<file path="src/include/snake_macros.svh">
`ifndef SNAKE_MACROS_SVH
`define SNAKE_MACROS_SVH

// board size in cells.
`define SNAKE_GRID_W 16
`define SNAKE_GRID_H 12

// one coordinate covers the wider of the two board axes.
`define SNAKE_COORD_W 4

// command queue from the host.
`define SNAKE_CMD_DEPTH 4
// update queue towards the display writer.
`define SNAKE_UPD_DEPTH 8

`endif

</file>
<file path="src/verilog/snake_pkg.sv">
`include "snake_macros.svh"

package snake_pkg;

    // object codes as seen by the display.
    typedef enum logic [2:0] {
        blank      = 3'd0,
        snake_head = 3'd1,
        snake_body = 3'd2,
        apple_c    = 3'd3,
        border_c   = 3'd4
    } obj_code_t;

    // classification flags of one cell.
    typedef struct packed {
        logic border; // edge cell with border enabled.
        logic head;
        logic body;
        logic apple;
    } cell_class_t;

    // host write of one cell, obj only uses codes 0 to 3.
    typedef struct packed {
        logic [`SNAKE_COORD_W-1:0] x;
        logic [`SNAKE_COORD_W-1:0] y;
        obj_code_t                 obj;
    } cell_cmd_t;

    // change record sent to the display writer.
    typedef struct packed {
        logic [`SNAKE_COORD_W-1:0] x;
        logic [`SNAKE_COORD_W-1:0] y;
        obj_code_t                 old_obj; // what the display showed.
        obj_code_t                 new_obj; // what it must show now.
    } cell_update_t;

    // scan mode and border control.
    typedef struct packed {
        logic run;       // scan continuously.
        logic step;      // scan one frame then stop.
        logic border_en;
    } scan_cfg_t;

endpackage

</file>
<file path="src/verilog/board_map.sv">
`timescale 1ns/100ps
`include "snake_macros.svh"

module board_map (
    input  logic                      clk,
    input  logic                      nrst,
    input  logic                      wr_valid,
    input  snake_pkg::cell_cmd_t      wr_cmd,
    input  logic                      border_en,
    input  logic [`SNAKE_COORD_W-1:0] scan_x,
    input  logic [`SNAKE_COORD_W-1:0] scan_y,
    output snake_pkg::cell_class_t    cell_class
);

    import snake_pkg::*;

    localparam int COORD_W = `SNAKE_COORD_W;
    localparam int GRID_W  = `SNAKE_GRID_W;
    localparam int GRID_H  = `SNAKE_GRID_H;
    localparam logic [COORD_W-1:0] X_LAST = COORD_W'(GRID_W - 1);
    localparam logic [COORD_W-1:0] Y_LAST = COORD_W'(GRID_H - 1);

    logic [1:0] cells [GRID_W][GRID_H]; // host contents, codes 0 to 3.
    logic       wr_in_board;
    logic       rd_in_board;
    logic       on_edge;
    obj_code_t  stored_obj;

    // x spans the full coordinate range, only y can fall off the board.
    assign wr_in_board = (wr_cmd.y <= Y_LAST);
    assign rd_in_board = (scan_y <= Y_LAST);

    // host writes, one per clock.
    always_ff @(posedge clk or negedge nrst) begin
        if (!nrst) begin
            for (int i = 0; i < GRID_W; i++) begin
                for (int j = 0; j < GRID_H; j++) begin
                    cells[i][j] <= 2'd0; // whole board blank.
                end
            end
        end else if (wr_valid && wr_in_board) begin
            cells[wr_cmd.x][wr_cmd.y] <= wr_cmd.obj[1:0];
        end
    end

    // lookup of the scanned cell.
    always_comb begin
        if (rd_in_board) begin
            stored_obj = obj_code_t'({1'b0, cells[scan_x][scan_y]});
        end else begin
            stored_obj = blank; // off board reads as empty.
        end
    end

    assign on_edge = (scan_x == '0) || (scan_x == X_LAST) ||
                     (scan_y == '0) || (scan_y == Y_LAST);

    // flags only, priority is left to the tracker.
    assign cell_class.border = border_en & on_edge;
    assign cell_class.head   = (stored_obj == snake_head);
    assign cell_class.body   = (stored_obj == snake_body);
    assign cell_class.apple  = (stored_obj == apple_c);

endmodule

</file>
<file path="src/verilog/frame_tracker.sv">
`timescale 1ns/100ps
`include "snake_macros.svh"

module frame_tracker (
    input  logic                      clk,
    input  logic                      nrst,
    input  logic                      scan_en,
    input  snake_pkg::cell_class_t    cell_class,
    output logic [`SNAKE_COORD_W-1:0] scan_x,
    output logic [`SNAKE_COORD_W-1:0] scan_y,
    output logic                      upd_valid,
    input  logic                      upd_ready,
    output snake_pkg::cell_update_t   upd,
    output logic                      frame_done
);

    import snake_pkg::*;

    localparam int COORD_W = `SNAKE_COORD_W;
    localparam int GRID_W  = `SNAKE_GRID_W;
    localparam int GRID_H  = `SNAKE_GRID_H;
    localparam logic [COORD_W-1:0] X_LAST = COORD_W'(GRID_W - 1);
    localparam logic [COORD_W-1:0] Y_LAST = COORD_W'(GRID_H - 1);

    obj_code_t shown [GRID_W][GRID_H]; // what the display shows now.
    obj_code_t new_obj;                // resolved code of the board cell.
    obj_code_t cur_obj;                // shown code at the scan position.
    logic      differ;
    logic      advance;
    logic      last_col;
    logic      last_cell;

    // border wins, then head, body, apple.
    always_comb begin
        if (cell_class.border) begin
            new_obj = border_c;
        end else if (cell_class.head) begin
            new_obj = snake_head;
        end else if (cell_class.body) begin
            new_obj = snake_body;
        end else if (cell_class.apple) begin
            new_obj = apple_c;
        end else begin
            new_obj = blank;
        end
    end

    assign cur_obj = shown[scan_x][scan_y];
    assign differ  = (new_obj != cur_obj);

    // a change must be taken by the queue before the scan moves on.
    assign upd_valid = scan_en & differ;
    assign advance   = scan_en & (~differ | upd_ready);

    assign last_col   = (scan_x == X_LAST);
    assign last_cell  = last_col & (scan_y == Y_LAST);
    assign frame_done = advance & last_cell; // wrap to (0,0).

    assign upd = '{x: scan_x, y: scan_y, old_obj: cur_obj, new_obj: new_obj};

    // raster position.
    always_ff @(posedge clk or negedge nrst) begin
        if (!nrst) begin
            scan_x <= '0;
            scan_y <= '0;
        end else if (advance) begin
            if (last_col) begin
                scan_x <= '0;
                scan_y <= last_cell ? '0 : scan_y + 1'b1; // next row or top.
            end else begin
                scan_x <= scan_x + 1'b1;
            end
        end
    end

    // shown frame follows every examined cell.
    always_ff @(posedge clk or negedge nrst) begin
        if (!nrst) begin
            for (int i = 0; i < GRID_W; i++) begin
                for (int j = 0; j < GRID_H; j++) begin
                    shown[i][j] <= blank;
                end
            end
        end else if (advance) begin
            shown[scan_x][scan_y] <= new_obj; // same value when unchanged.
        end
    end

endmodule

</file>
<file path="src/verilog/scan_ctrl.sv">
`timescale 1ns/100ps

module scan_ctrl (
    input  logic                 clk,
    input  logic                 nrst,
    input  logic                 cfg_valid,
    input  snake_pkg::scan_cfg_t cfg,
    input  logic                 frame_done,
    output logic                 scan_en,
    output logic                 border_en,
    output logic [7:0]           frame_count
);

    import snake_pkg::*;

    scan_cfg_t mode; // current run, step and border settings.

    // mode register.
    always_ff @(posedge clk or negedge nrst) begin
        if (!nrst) begin
            mode <= '0; // stopped, border off.
        end else if (cfg_valid) begin
            mode <= cfg; // host write wins over frame end.
        end else if (frame_done) begin
            mode.step <= 1'b0; // single frame is over.
        end
    end

    // completed frames, wraps at 255.
    always_ff @(posedge clk or negedge nrst) begin
        if (!nrst) begin
            frame_count <= 8'd0;
        end else if (frame_done) begin
            frame_count <= frame_count + 8'd1;
        end
    end

    assign scan_en   = mode.run | mode.step;
    assign border_en = mode.border_en;

endmodule

</file>
<file path="src/verilog/snake_display_top.sv">
`timescale 1ns/100ps
`include "snake_macros.svh"

module snake_display_top (
    input  logic                    clk,
    input  logic                    nrst,
    input  logic                    cmd_valid,
    output logic                    cmd_ready,
    input  snake_pkg::cell_cmd_t    cmd,
    input  logic                    cfg_valid,
    input  snake_pkg::scan_cfg_t    cfg,
    output logic                    out_valid,
    input  logic                    out_ready,
    output snake_pkg::cell_update_t out_upd,
    output logic [7:0]              frame_count
);

    import snake_pkg::*;

    cell_cmd_t                 cmd_q;       // command at the queue head.
    logic                      cmd_q_valid;
    cell_class_t               cell_class;
    logic [`SNAKE_COORD_W-1:0] scan_x;
    logic [`SNAKE_COORD_W-1:0] scan_y;
    logic                      scan_en;
    logic                      border_en;
    logic                      frame_done;
    logic                      upd_valid;
    logic                      upd_ready;
    cell_update_t              upd;

    // host commands, drained one per clock.
    sync_fifo #(
        .payload_t (cell_cmd_t),
        .DEPTH     (`SNAKE_CMD_DEPTH)
    ) u_cmd_fifo (
        .clk       (clk),
        .nrst      (nrst),
        .in_valid  (cmd_valid),
        .in_ready  (cmd_ready),
        .in_data   (cmd),
        .out_valid (cmd_q_valid),
        .out_ready (1'b1), // board map never stalls.
        .out_data  (cmd_q)
    );

    board_map u_board_map (
        .clk        (clk),
        .nrst       (nrst),
        .wr_valid   (cmd_q_valid),
        .wr_cmd     (cmd_q),
        .border_en  (border_en),
        .scan_x     (scan_x),
        .scan_y     (scan_y),
        .cell_class (cell_class)
    );

    scan_ctrl u_scan_ctrl (
        .clk         (clk),
        .nrst        (nrst),
        .cfg_valid   (cfg_valid),
        .cfg         (cfg),
        .frame_done  (frame_done),
        .scan_en     (scan_en),
        .border_en   (border_en),
        .frame_count (frame_count)
    );

    frame_tracker u_frame_tracker (
        .clk        (clk),
        .nrst       (nrst),
        .scan_en    (scan_en),
        .cell_class (cell_class),
        .scan_x     (scan_x),
        .scan_y     (scan_y),
        .upd_valid  (upd_valid),
        .upd_ready  (upd_ready),
        .upd        (upd),
        .frame_done (frame_done)
    );

    // change records to the display writer.
    sync_fifo #(
        .payload_t (cell_update_t),
        .DEPTH     (`SNAKE_UPD_DEPTH)
    ) u_upd_fifo (
        .clk       (clk),
        .nrst      (nrst),
        .in_valid  (upd_valid),
        .in_ready  (upd_ready),
        .in_data   (upd),
        .out_valid (out_valid),
        .out_ready (out_ready),
        .out_data  (out_upd)
    );

endmodule

</file>
<file path="src/verilog/sync_fifo.sv">
`timescale 1ns/100ps

module sync_fifo #(
    parameter type payload_t = logic [7:0],
    parameter int  DEPTH     = 4
) (
    input  logic     clk,
    input  logic     nrst,
    input  logic     in_valid,
    output logic     in_ready,
    input  payload_t in_data,
    output logic     out_valid,
    input  logic     out_ready,
    output payload_t out_data
);

    localparam int PTR_W = (DEPTH > 1) ? $clog2(DEPTH) : 1;
    localparam int CNT_W = $clog2(DEPTH + 1);
    localparam logic [PTR_W-1:0] PTR_LAST = PTR_W'(DEPTH - 1);
    localparam logic [CNT_W-1:0] CNT_FULL = CNT_W'(DEPTH);

    payload_t         mem [DEPTH]; // circular storage.
    logic [PTR_W-1:0] wr_ptr;
    logic [PTR_W-1:0] rd_ptr;
    logic [CNT_W-1:0] count;       // occupancy.
    logic             full;
    logic             push;
    logic             pop;

    assign full      = (count == CNT_FULL);
    assign in_ready  = ~full | out_ready; // a pop frees a slot in the same cycle.
    assign out_valid = (count != '0);
    assign out_data  = mem[rd_ptr];       // head of queue.
    assign push      = in_valid & in_ready;
    assign pop       = out_valid & out_ready;

    // payload write.
    always_ff @(posedge clk) begin
        if (push) begin
            mem[wr_ptr] <= in_data;
        end
    end

    always_ff @(posedge clk or negedge nrst) begin
        if (!nrst) begin
            wr_ptr <= '0;
            rd_ptr <= '0;
            count  <= '0; // empty after reset.
        end else begin
            if (push) begin
                wr_ptr <= (wr_ptr == PTR_LAST) ? '0 : wr_ptr + 1'b1; // wrap at depth.
            end
            if (pop) begin
                rd_ptr <= (rd_ptr == PTR_LAST) ? '0 : rd_ptr + 1'b1;
            end
            case ({push, pop})
                2'b10:   count <= count + 1'b1;
                2'b01:   count <= count - 1'b1;
                default: count <= count; // idle or push with pop.
            endcase
        end
    end

endmodule
</file>
<file path="config.mk">
export PLATFORM = sky130hd
export DESIGN_NAME = snake_display_top
export DESIGN_NICKNAME = d
export VERILOG_FILES = /design/src/verilog/snake_pkg.sv /design/src/verilog/board_map.sv /design/src/verilog/frame_tracker.sv /design/src/verilog/scan_ctrl.sv /design/src/verilog/snake_display_top.sv /design/src/verilog/sync_fifo.sv
export VERILOG_INCLUDE_DIRS = /design/src /design/src/include
export SDC_FILE = /design/constraint.sdc
export NUM_CORES = 2
export LEC_CHECK = 0
export ABC_AREA = 0
export BUFFER_PORTS_ARGS = -buffer_cell sky130_fd_sc_hd__buf_2
export CAP_MARGIN = 40
export CORE_MARGIN = 4
export CORE_UTILIZATION = 50
export DETAILED_ROUTE_END_ITERATION = 8
export PLACE_DENSITY_LB_ADDON = 0.25
export SYNTH_ARGS = -nofsm -noshare
export SYNTH_HDL_FRONTEND = slang
export SYNTH_SLANG_ARGS = --single-unit
</file>
<file path="constraint.sdc">
create_clock -name clk -period 8.8 [get_ports clk]
set_input_delay 0.44 -clock clk [delete_from_list [all_inputs] [get_ports clk]]
set_output_delay 0.44 -clock clk [all_outputs]
set_load 0.005 [all_outputs]
</file>
---- After elaboration in Yosys (flattened, before gate mapping) ----
Memories as Yosys holds them, arrays and structs flattened.
Cells that the tools add are included.
storage, ports and cells
  register bits ........................... 996
  bits in writable memories ............... 156
  input bits .............................. 19
  memories ................................ 2
memory list
  memory          depth  width  read ports  clocked after Yosys merged registers in  wr ports  line             text
  u_upd_fifo.mem  8      14     1           0                                        1         sync_fifo.sv:22  payload_t mem [DEPTH];
  u_cmd_fifo.mem  4      11     1           0                                        1         sync_fifo.sv:22
cells by class
  add/subtract/negate cells ............... 11
  $lt $le $gt $ge ......................... 10
  equal/unequal tests ..................... 15
  multiplexer cells ....................... 41
  bitwise gates (word level) .............. 16
  reductions and logical operators ........ 16
operators with widths
  operator               count
  $bwmux W576            1
  $bwmux W384            1
  $bmux W36 S4           1
  $demux W36 S4          1
  $mux W36               3
  $bmux W24 S4           1
  $demux W24 S4          1
  $mux W24               3
  $mux W3                8
  $ge A5 B5 Y1 const B   4
  $lt A5 B1 Y1 const B   4
  $not A4 Y5             4
  $mux W2                7
  $add A4 B1 Y4 const B  3
  $bmux W3 S4            1
  $demux W3 S4           1
  $eq A2 B2 Y1 const B   6
  $eq A4 B4 Y1 const B   3
  $add A3 B1 Y3 const B  3
  $add A8 B1 Y8 const B  1
  $bmux W2 S4            1
  $demux W2 S4           1
  $le A4 B4 Y1 const B   2
  $logic_not A4 Y1       2
  other kinds (19)       46

---- Longest topological paths before layout ----
  word-level depth ........................ 20
  gate-level depth with buffers ........... 22

---- Cells and area by module ----
A second synthesis with hierarchy kept.
unflattened totals
  cell total of the unflattened synthesis .. 3713
  area, all modules ....................... 54189.5 µm²
modules (own cells, without submodules)
  module                   times used  cells each  area each (µm²)
  frame_tracker            1           1985        28193.3
  board_map                1           1360        18572.8
  sync_fifo at u_upd_fifo  1           232         4914.7
  sync_fifo at u_cmd_fifo  1           100         2030.7
  scan_ctrl                1           35          474.2
  snake_display_top        1           1           3.8

---- Least setup slack after synthesis ----
No wires, ideal clock.
  path kind ............................... register to register
  from .................................... register u_frame_tracker.scan_x[0]
  to ...................................... memory u_upd_fifo.mem[4][0] (netlist bit) (enable)
  library setup time ...................... 0.406 ns
  data arrival time ....................... 4.676 ns
  path slack .............................. 3.718 ns
  stages on the path, launching flop included .. 17
  clock period less this slack ............ 5.082 ns
  cell sequence ........................... dfrtp_1 buf_4 buf_4 buf_4 inv_2 clkbuf_1 ha_1 a221oi_1 nor2b_1 clkbuf_1 a2111o_1 o21ai_1 nand4b_1 xor2_1 a31oi_1 nand2b_1 nor3b_1
on the way
  word-level cells in the longest chain between the ends .. 18
  elaborated cells between the ends (all ways) .. 32
  those cells by class .................... eq/ne (5); mux (19); bitwise (4); reduce/logical (4)
ends and longest elaborated chain
  what                                          line                                  text
  start, declared                               frame_tracker.sv:9                    output logic [`SNAKE_COORD_W-1:0] scan_x,
  start signal, assigned                        frame_tracker.sv:71                   scan_x <= scan_x + 1'b1;
  $not A4 Y5 (implied by the code)              board_map.sv:49, frame_tracker.sv:48
  $bmux W24 S4                                  board_map.sv:49                       stored_obj = obj_code_t'({1'b0, cells[scan_x][scan_y]});
  $mux W24 (implied by the code) (2 in series)  board_map.sv:49
  $bmux W2 S4                                   board_map.sv:49
  $mux W2 (implied by the code) (2 in series)   board_map.sv:49
  $mux W2                                       board_map.sv:48                       if (rd_in_board) begin
  $eq A2 B2 Y1                                  board_map.sv:62                       assign cell_class.apple = (stored_obj == apple_c);
  $mux W2                                       frame_tracker.sv:41                   end else if (cell_class.apple) begin
  $mux W3                                       frame_tracker.sv:39                   end else if (cell_class.body) begin
  $mux W3                                       frame_tracker.sv:37                   end else if (cell_class.head) begin
  $mux W3                                       frame_tracker.sv:35                   if (cell_class.border) begin
  $ne A3 B3 Y1 *                                frame_tracker.sv:49                   assign differ = (new_obj != cur_obj);
  $and A1 B1 Y1 *                               frame_tracker.sv:52                   assign upd_valid = scan_en & differ;
  $and A1 B1 Y1 *                               sync_fifo.sv:34                       assign push = in_valid & in_ready;
  $mux W1 *                                     sync_fifo.sv:39                       if (push) begin
  $mux W1 (implied by the code) *               sync_fifo.sv:40                       mem[wr_ptr] <= in_data;
  end, declared                                 sync_fifo.sv:22
Every way passes the cells marked *; elsewhere a longest branch is shown, timed or not. The select of a mux whose other input is x is not followed.

---- Final worst setup path ----
  from .................................... register u_frame_tracker.scan_y[0]
  to ...................................... register u_upd_fifo.count[3]
on the way
  word-level cells in the longest chain between the ends .. 15
  elaborated cells between the ends (all ways) .. 28
  those cells by class .................... order compare (1); eq/ne (7); mux (12); bitwise (4); reduce/logical (4)
ends and longest elaborated chain
  what                                                      line                                  text
  start, declared                                           frame_tracker.sv:10                   output logic [`SNAKE_COORD_W-1:0] scan_y,
  start signal, assigned                                    frame_tracker.sv:69                   scan_y <= last_cell ? '0 : scan_y + 1'b1;
  $not A4 Y5 (implied by the code)                          board_map.sv:49, frame_tracker.sv:48
  $bmux W2 S4                                               board_map.sv:49
  $mux W2 (implied by the code) (2 in series)               board_map.sv:49
  $mux W2                                                   board_map.sv:48
  $eq A2 B2 Y1                                              board_map.sv:62
  $mux W2                                                   frame_tracker.sv:41
  $mux W3                                                   frame_tracker.sv:39
  $mux W3                                                   frame_tracker.sv:37
  $mux W3                                                   frame_tracker.sv:35
  $ne A3 B3 Y1 *                                            frame_tracker.sv:49
  $and A1 B1 Y1 *                                           frame_tracker.sv:52
  $and A1 B1 Y1 *                                           sync_fifo.sv:34
  $eq A2 B1 Y1 / $eq A2 B2 Y1 (equally long branches)       sync_fifo.sv:56                       case ({push, pop})
  $pmux W4 S2 / $reduce_bool A2 Y1 (equally long branches)  n/a
  end signal, assigned                                      sync_fifo.sv:57                       2'b10: count <= count + 1'b1;
  end signal, assigned                                      sync_fifo.sv:58                       2'b01: count <= count - 1'b1;
  end signal, assigned                                      sync_fifo.sv:59                       default: count <= count;
  end, declared                                             sync_fifo.sv:25                       logic [CNT_W-1:0] count;
Marks and branches as above.
A chain may end at the register's enable or synchronous reset.

==> summary.txt <==
Die
  – Die area: 113000 um2
  – Die W: 336 um
  – Placement Rows: 119
  – # IOs: 43
  – Core Box Area: 106000 um2
  – Die height: 336 um
  – Initial core utilization: 0.507

Clock network
  – Max H-tree Level: 3
  – Clock root cell: clkbuf_16
  – Num Clock Sinks: 1148
  – CTS tree: yes
  – TritonCTS Buffers: 117
  – Clock transition at path regs: 60 ps
  – CTS resizes: 0
  – Clock Path Buffers: 3
  – Hold_buf cts: 19
  – Worst skew pair latency: 720 ps
  – Setup bufs post-CTS: 0

Critical path
  – CP arrival: 6860 ps
  – CP Launch Type: register
  – FF-to-FF path depth: 20
  – CP Max Fanout: 201
  – Worst endpoint required time: 9390 ps
  – Worst setup path category: reg2reg
  – CP endpoint kind: register

Synth
  – Post-synthesis xor/xnor area fraction: 0.00294
  – Unique masters post-synth: 67
  – Post-Synth Simple-Gate Area: 0.0703
  – Synth area leaders: dfrtp_1, mux2_2, mux4_2
  – Top FF cell, synth: dfrtp_1
  – Yosys Warn Count: 0
  – Seq/Total Area, Yosys: 0.550
  – Most frequent cell after synthesis: dfrtp_1
  – Synth Area in Compound Gates: 0.0227
  – Async S/R FF share, synth: 0.868
  – Leading area contributor after synthesis: dfrtp_1
  – Post-synthesis average cell area: 14.0 um2
  – #FFs+latches synth: 1148
  – Commonest cells in the netlist: dfrtp_1, mux2_2, nand2_1
  – Mux contribution to synthesized area: 0.325
  – Synth Instances: 3828
  – Post-Syn Nets: 3871
  – Netlist Area Pre-Place: 53600 um2
  – Largest family of logic cells by synthesized area: multiplexers
  – Post-synthesis adder-cell area fraction: 0.00588
  – Post-synth EDFFs: 152
  – Top cell type's share of synthesized area: 0.465

Hold path
  – Worst hold path depth: 3
  – HP Class: in2reg

Route
  – Via density: 5.98
  – Initial DRC count: 2500
  – DRT Pass-1 Iters: 5
  – Vias after detailed routing: 31847
  – Wire per inst: 24.3 um
  – Remaining DRCs: 0
  – Final wirelength: 129000 um
  – Post-route ant nets: 0

Timing
  – Fmax: 160 MHz
  – Clock tree skew after final layout: 28.0 ps
  – Crit share post-route: 0.712
  – Final min period: 6270 ps
  – Slew headroom: 0.327
  – Setup TNS Final: 0 ps
  – Setup-violating endpoint count in the final report: 0
  – Worst-margin pin slew: 1010 ps
  – Unrepaired setup endpoints after global routing: false
  – Hold slack: 143 ps
  – Fin. Hold Viols: 0
  – Slew Limit Fails: 0

Final layout
  – NumNets Final: 3876
  – Layout area overhead: 11.6%
  – Share of layout cells above drive strength 1: 0.326
  – Fin util: 0.565
  – Final non-filler cell area: 59800 um2
  – Antenna diode instance count: 0

Pwr
  – Leakage: 27.5 nW
  – PwrDens: 293 nW/um2
  – VDD IR max: 0.266 mV

Place
  – Placed inst area: 55500 um2
  – Detailed placement HPWL: 79900 um
  – Routability-driven placement congestion ratio: 0.789
  – Port Buffers: 40

Global routing
  – Overflow left after global routing: 0
  – Largest net degree at the start of global routing: 202
  – Initial antenna violation count: 2
  – First-pass GRT wire length: 203000 um
  – Global router's overall resource usage: 0.233
  – Vias in the first global route: 33383

Outcome
  – Outcome: finished, final reports clean

Job
  – MaxCap Viol Count: 0
-- path summary, 6_finish.rpt --
path                                            start                    endpoint  slack [ps]
max in group asynchronous                        nrst      u_board_map.cells[341]        6450
min                                         out_ready        u_upd_fifo.rd_ptr[1]         140
min reg2reg                u_scan_ctrl.frame_count[7]  u_scan_ctrl.frame_count[7]         460
min in group asynchronous                        nrst  u_frame_tracker.shown[261]         310
max reg2reg                 u_frame_tracker.scan_y[0]         u_upd_fifo.count[3]        2530
max                         u_frame_tracker.scan_y[0]         u_upd_fifo.count[3]        2530
-- stage by stage --
stage / setup slack [ps] / total power, W / cells
2_1_floorplan: 3720 / 0.0103 / 3828
3_3_place_gp: 2590 / 0.0122 / 5068
3_5_place_dp: 2600 / 0.0123 / 5086
4_1_cts: 2600 / 0.0177 / 5328
5_1_grt: 2160 / 0.0183 / 5328
6_report: 2530 / 0.0175 / 5328
-- critical path, stage by stage (launching register included) --
cell,delay (ps)
dfrtp_2,630
inv_1,450
ha_1,410
mux2_2,280
a221oi_1,390
nor2b_4,100
buf_4,300
a2111o_1,340
o21ai_1,120
nand4b_1,170
buf_12,620
xor2_1,240
a31oi_1,650
inv_1,110
ha_1,240
ha_1,270
a21o_1,180
a21oi_1,180
xnor2_1,140
nor2_1,70
xor2_1,140
-- routing by layer --
layer	wire length, um	share of wire	GRT usage
met1	55900	0.43	0.325
met4	4620	0.036	0.0776
met2	61800	0.48	0.377
met5	18	0.00014	0
met3	6930	0.054	0.0374
-- cell type report --
type | count | area [um2]
fillers | 8389 | 46000
flip-flops and latches | 1148 | 29500
multi-input cells | 2388 | 23000
clock buffers | 157 | 3260
well taps | 1391 | 1740
repair buffers | 156 | 1420
clock inverters | 66 | 868
inverters | 22 | 82.6
-- state kept, by name (all words and copies together), names as in the netlist, 4 cells and up --
register and flops:
u_frame_tracker.shown 576, u_board_map.cells 384, u_upd_fifo.mem 112, u_cmd_fifo.mem 40, u_scan_ctrl.frame_count 8, u_frame_tracker.scan_x 4, u_frame_tracker.scan_y 4, u_upd_fifo.count 4
-- layout by cell type (no fill, tap or decap), types with 8 or more instances in the layout --
| cell | synthesis | final |
|---|---|---|
| buf_4 | 31 | 73 |
| bufinv_16 | 0 | 18 |
| nand2b_1 | 16 | 16 |
| o22ai_1 | 11 | 11 |
| edfxtp_1 | 152 | 152 |
| a21oi_1 | 27 | 27 |
| nand3b_1 | 18 | 18 |
| mux4_2 | 264 | 262 |
| dfrtp_1 | 996 | 990 |
| clkbuf_16 | 0 | 119 |
| nor2b_1 | 49 | 46 |
| a22o_1 | 9 | 9 |
| dlygate4sd3_1 | 0 | 19 |
| o21ai_0 | 16 | 16 |
| inv_1 | 19 | 19 |
| mux2_1 | 318 | 318 |
| buf_12 | 0 | 14 |
| clkbuf_8 | 0 | 14 |
| a22oi_1 | 50 | 50 |
| nor3_1 | 18 | 14 |
| buf_2 | 40 | 39 |
| nand4_1 | 8 | 8 |
| nor2_1 | 335 | 332 |
| mux2i_1 | 58 | 58 |
| nand3_1 | 15 | 15 |
| ha_1 | 22 | 18 |
| clkinv_2 | 0 | 29 |
| mux2_2 | 649 | 649 |
| nand2_1 | 385 | 385 |
| clkbuf_1 | 179 | 24 |
| xor2_1 | 14 | 14 |
-- logic make-up (layout without fill, tap and decap cells) --
group,Yosys count,count (layout)
buffers and inverters,292,401
other,1,1
AND/OR/NAND/NOR,887,887
multiplexers,1289,1289
adder cells (fa/ha/maj),24,24
flip-flops,1148,1148
AO/OA/AOI/OAI,169,169
XOR/XNOR,18,18
-- where the power goes --
group | internal, W | switching, W
Clock | 0.00314 | 0.00214
Sequential | 0.00628 | 0.000588
Combinational | 0.00215 | 0.00324
Total | 0.0116 | 0.00597
No activity file was read; power rests on OpenSTA's default activity.
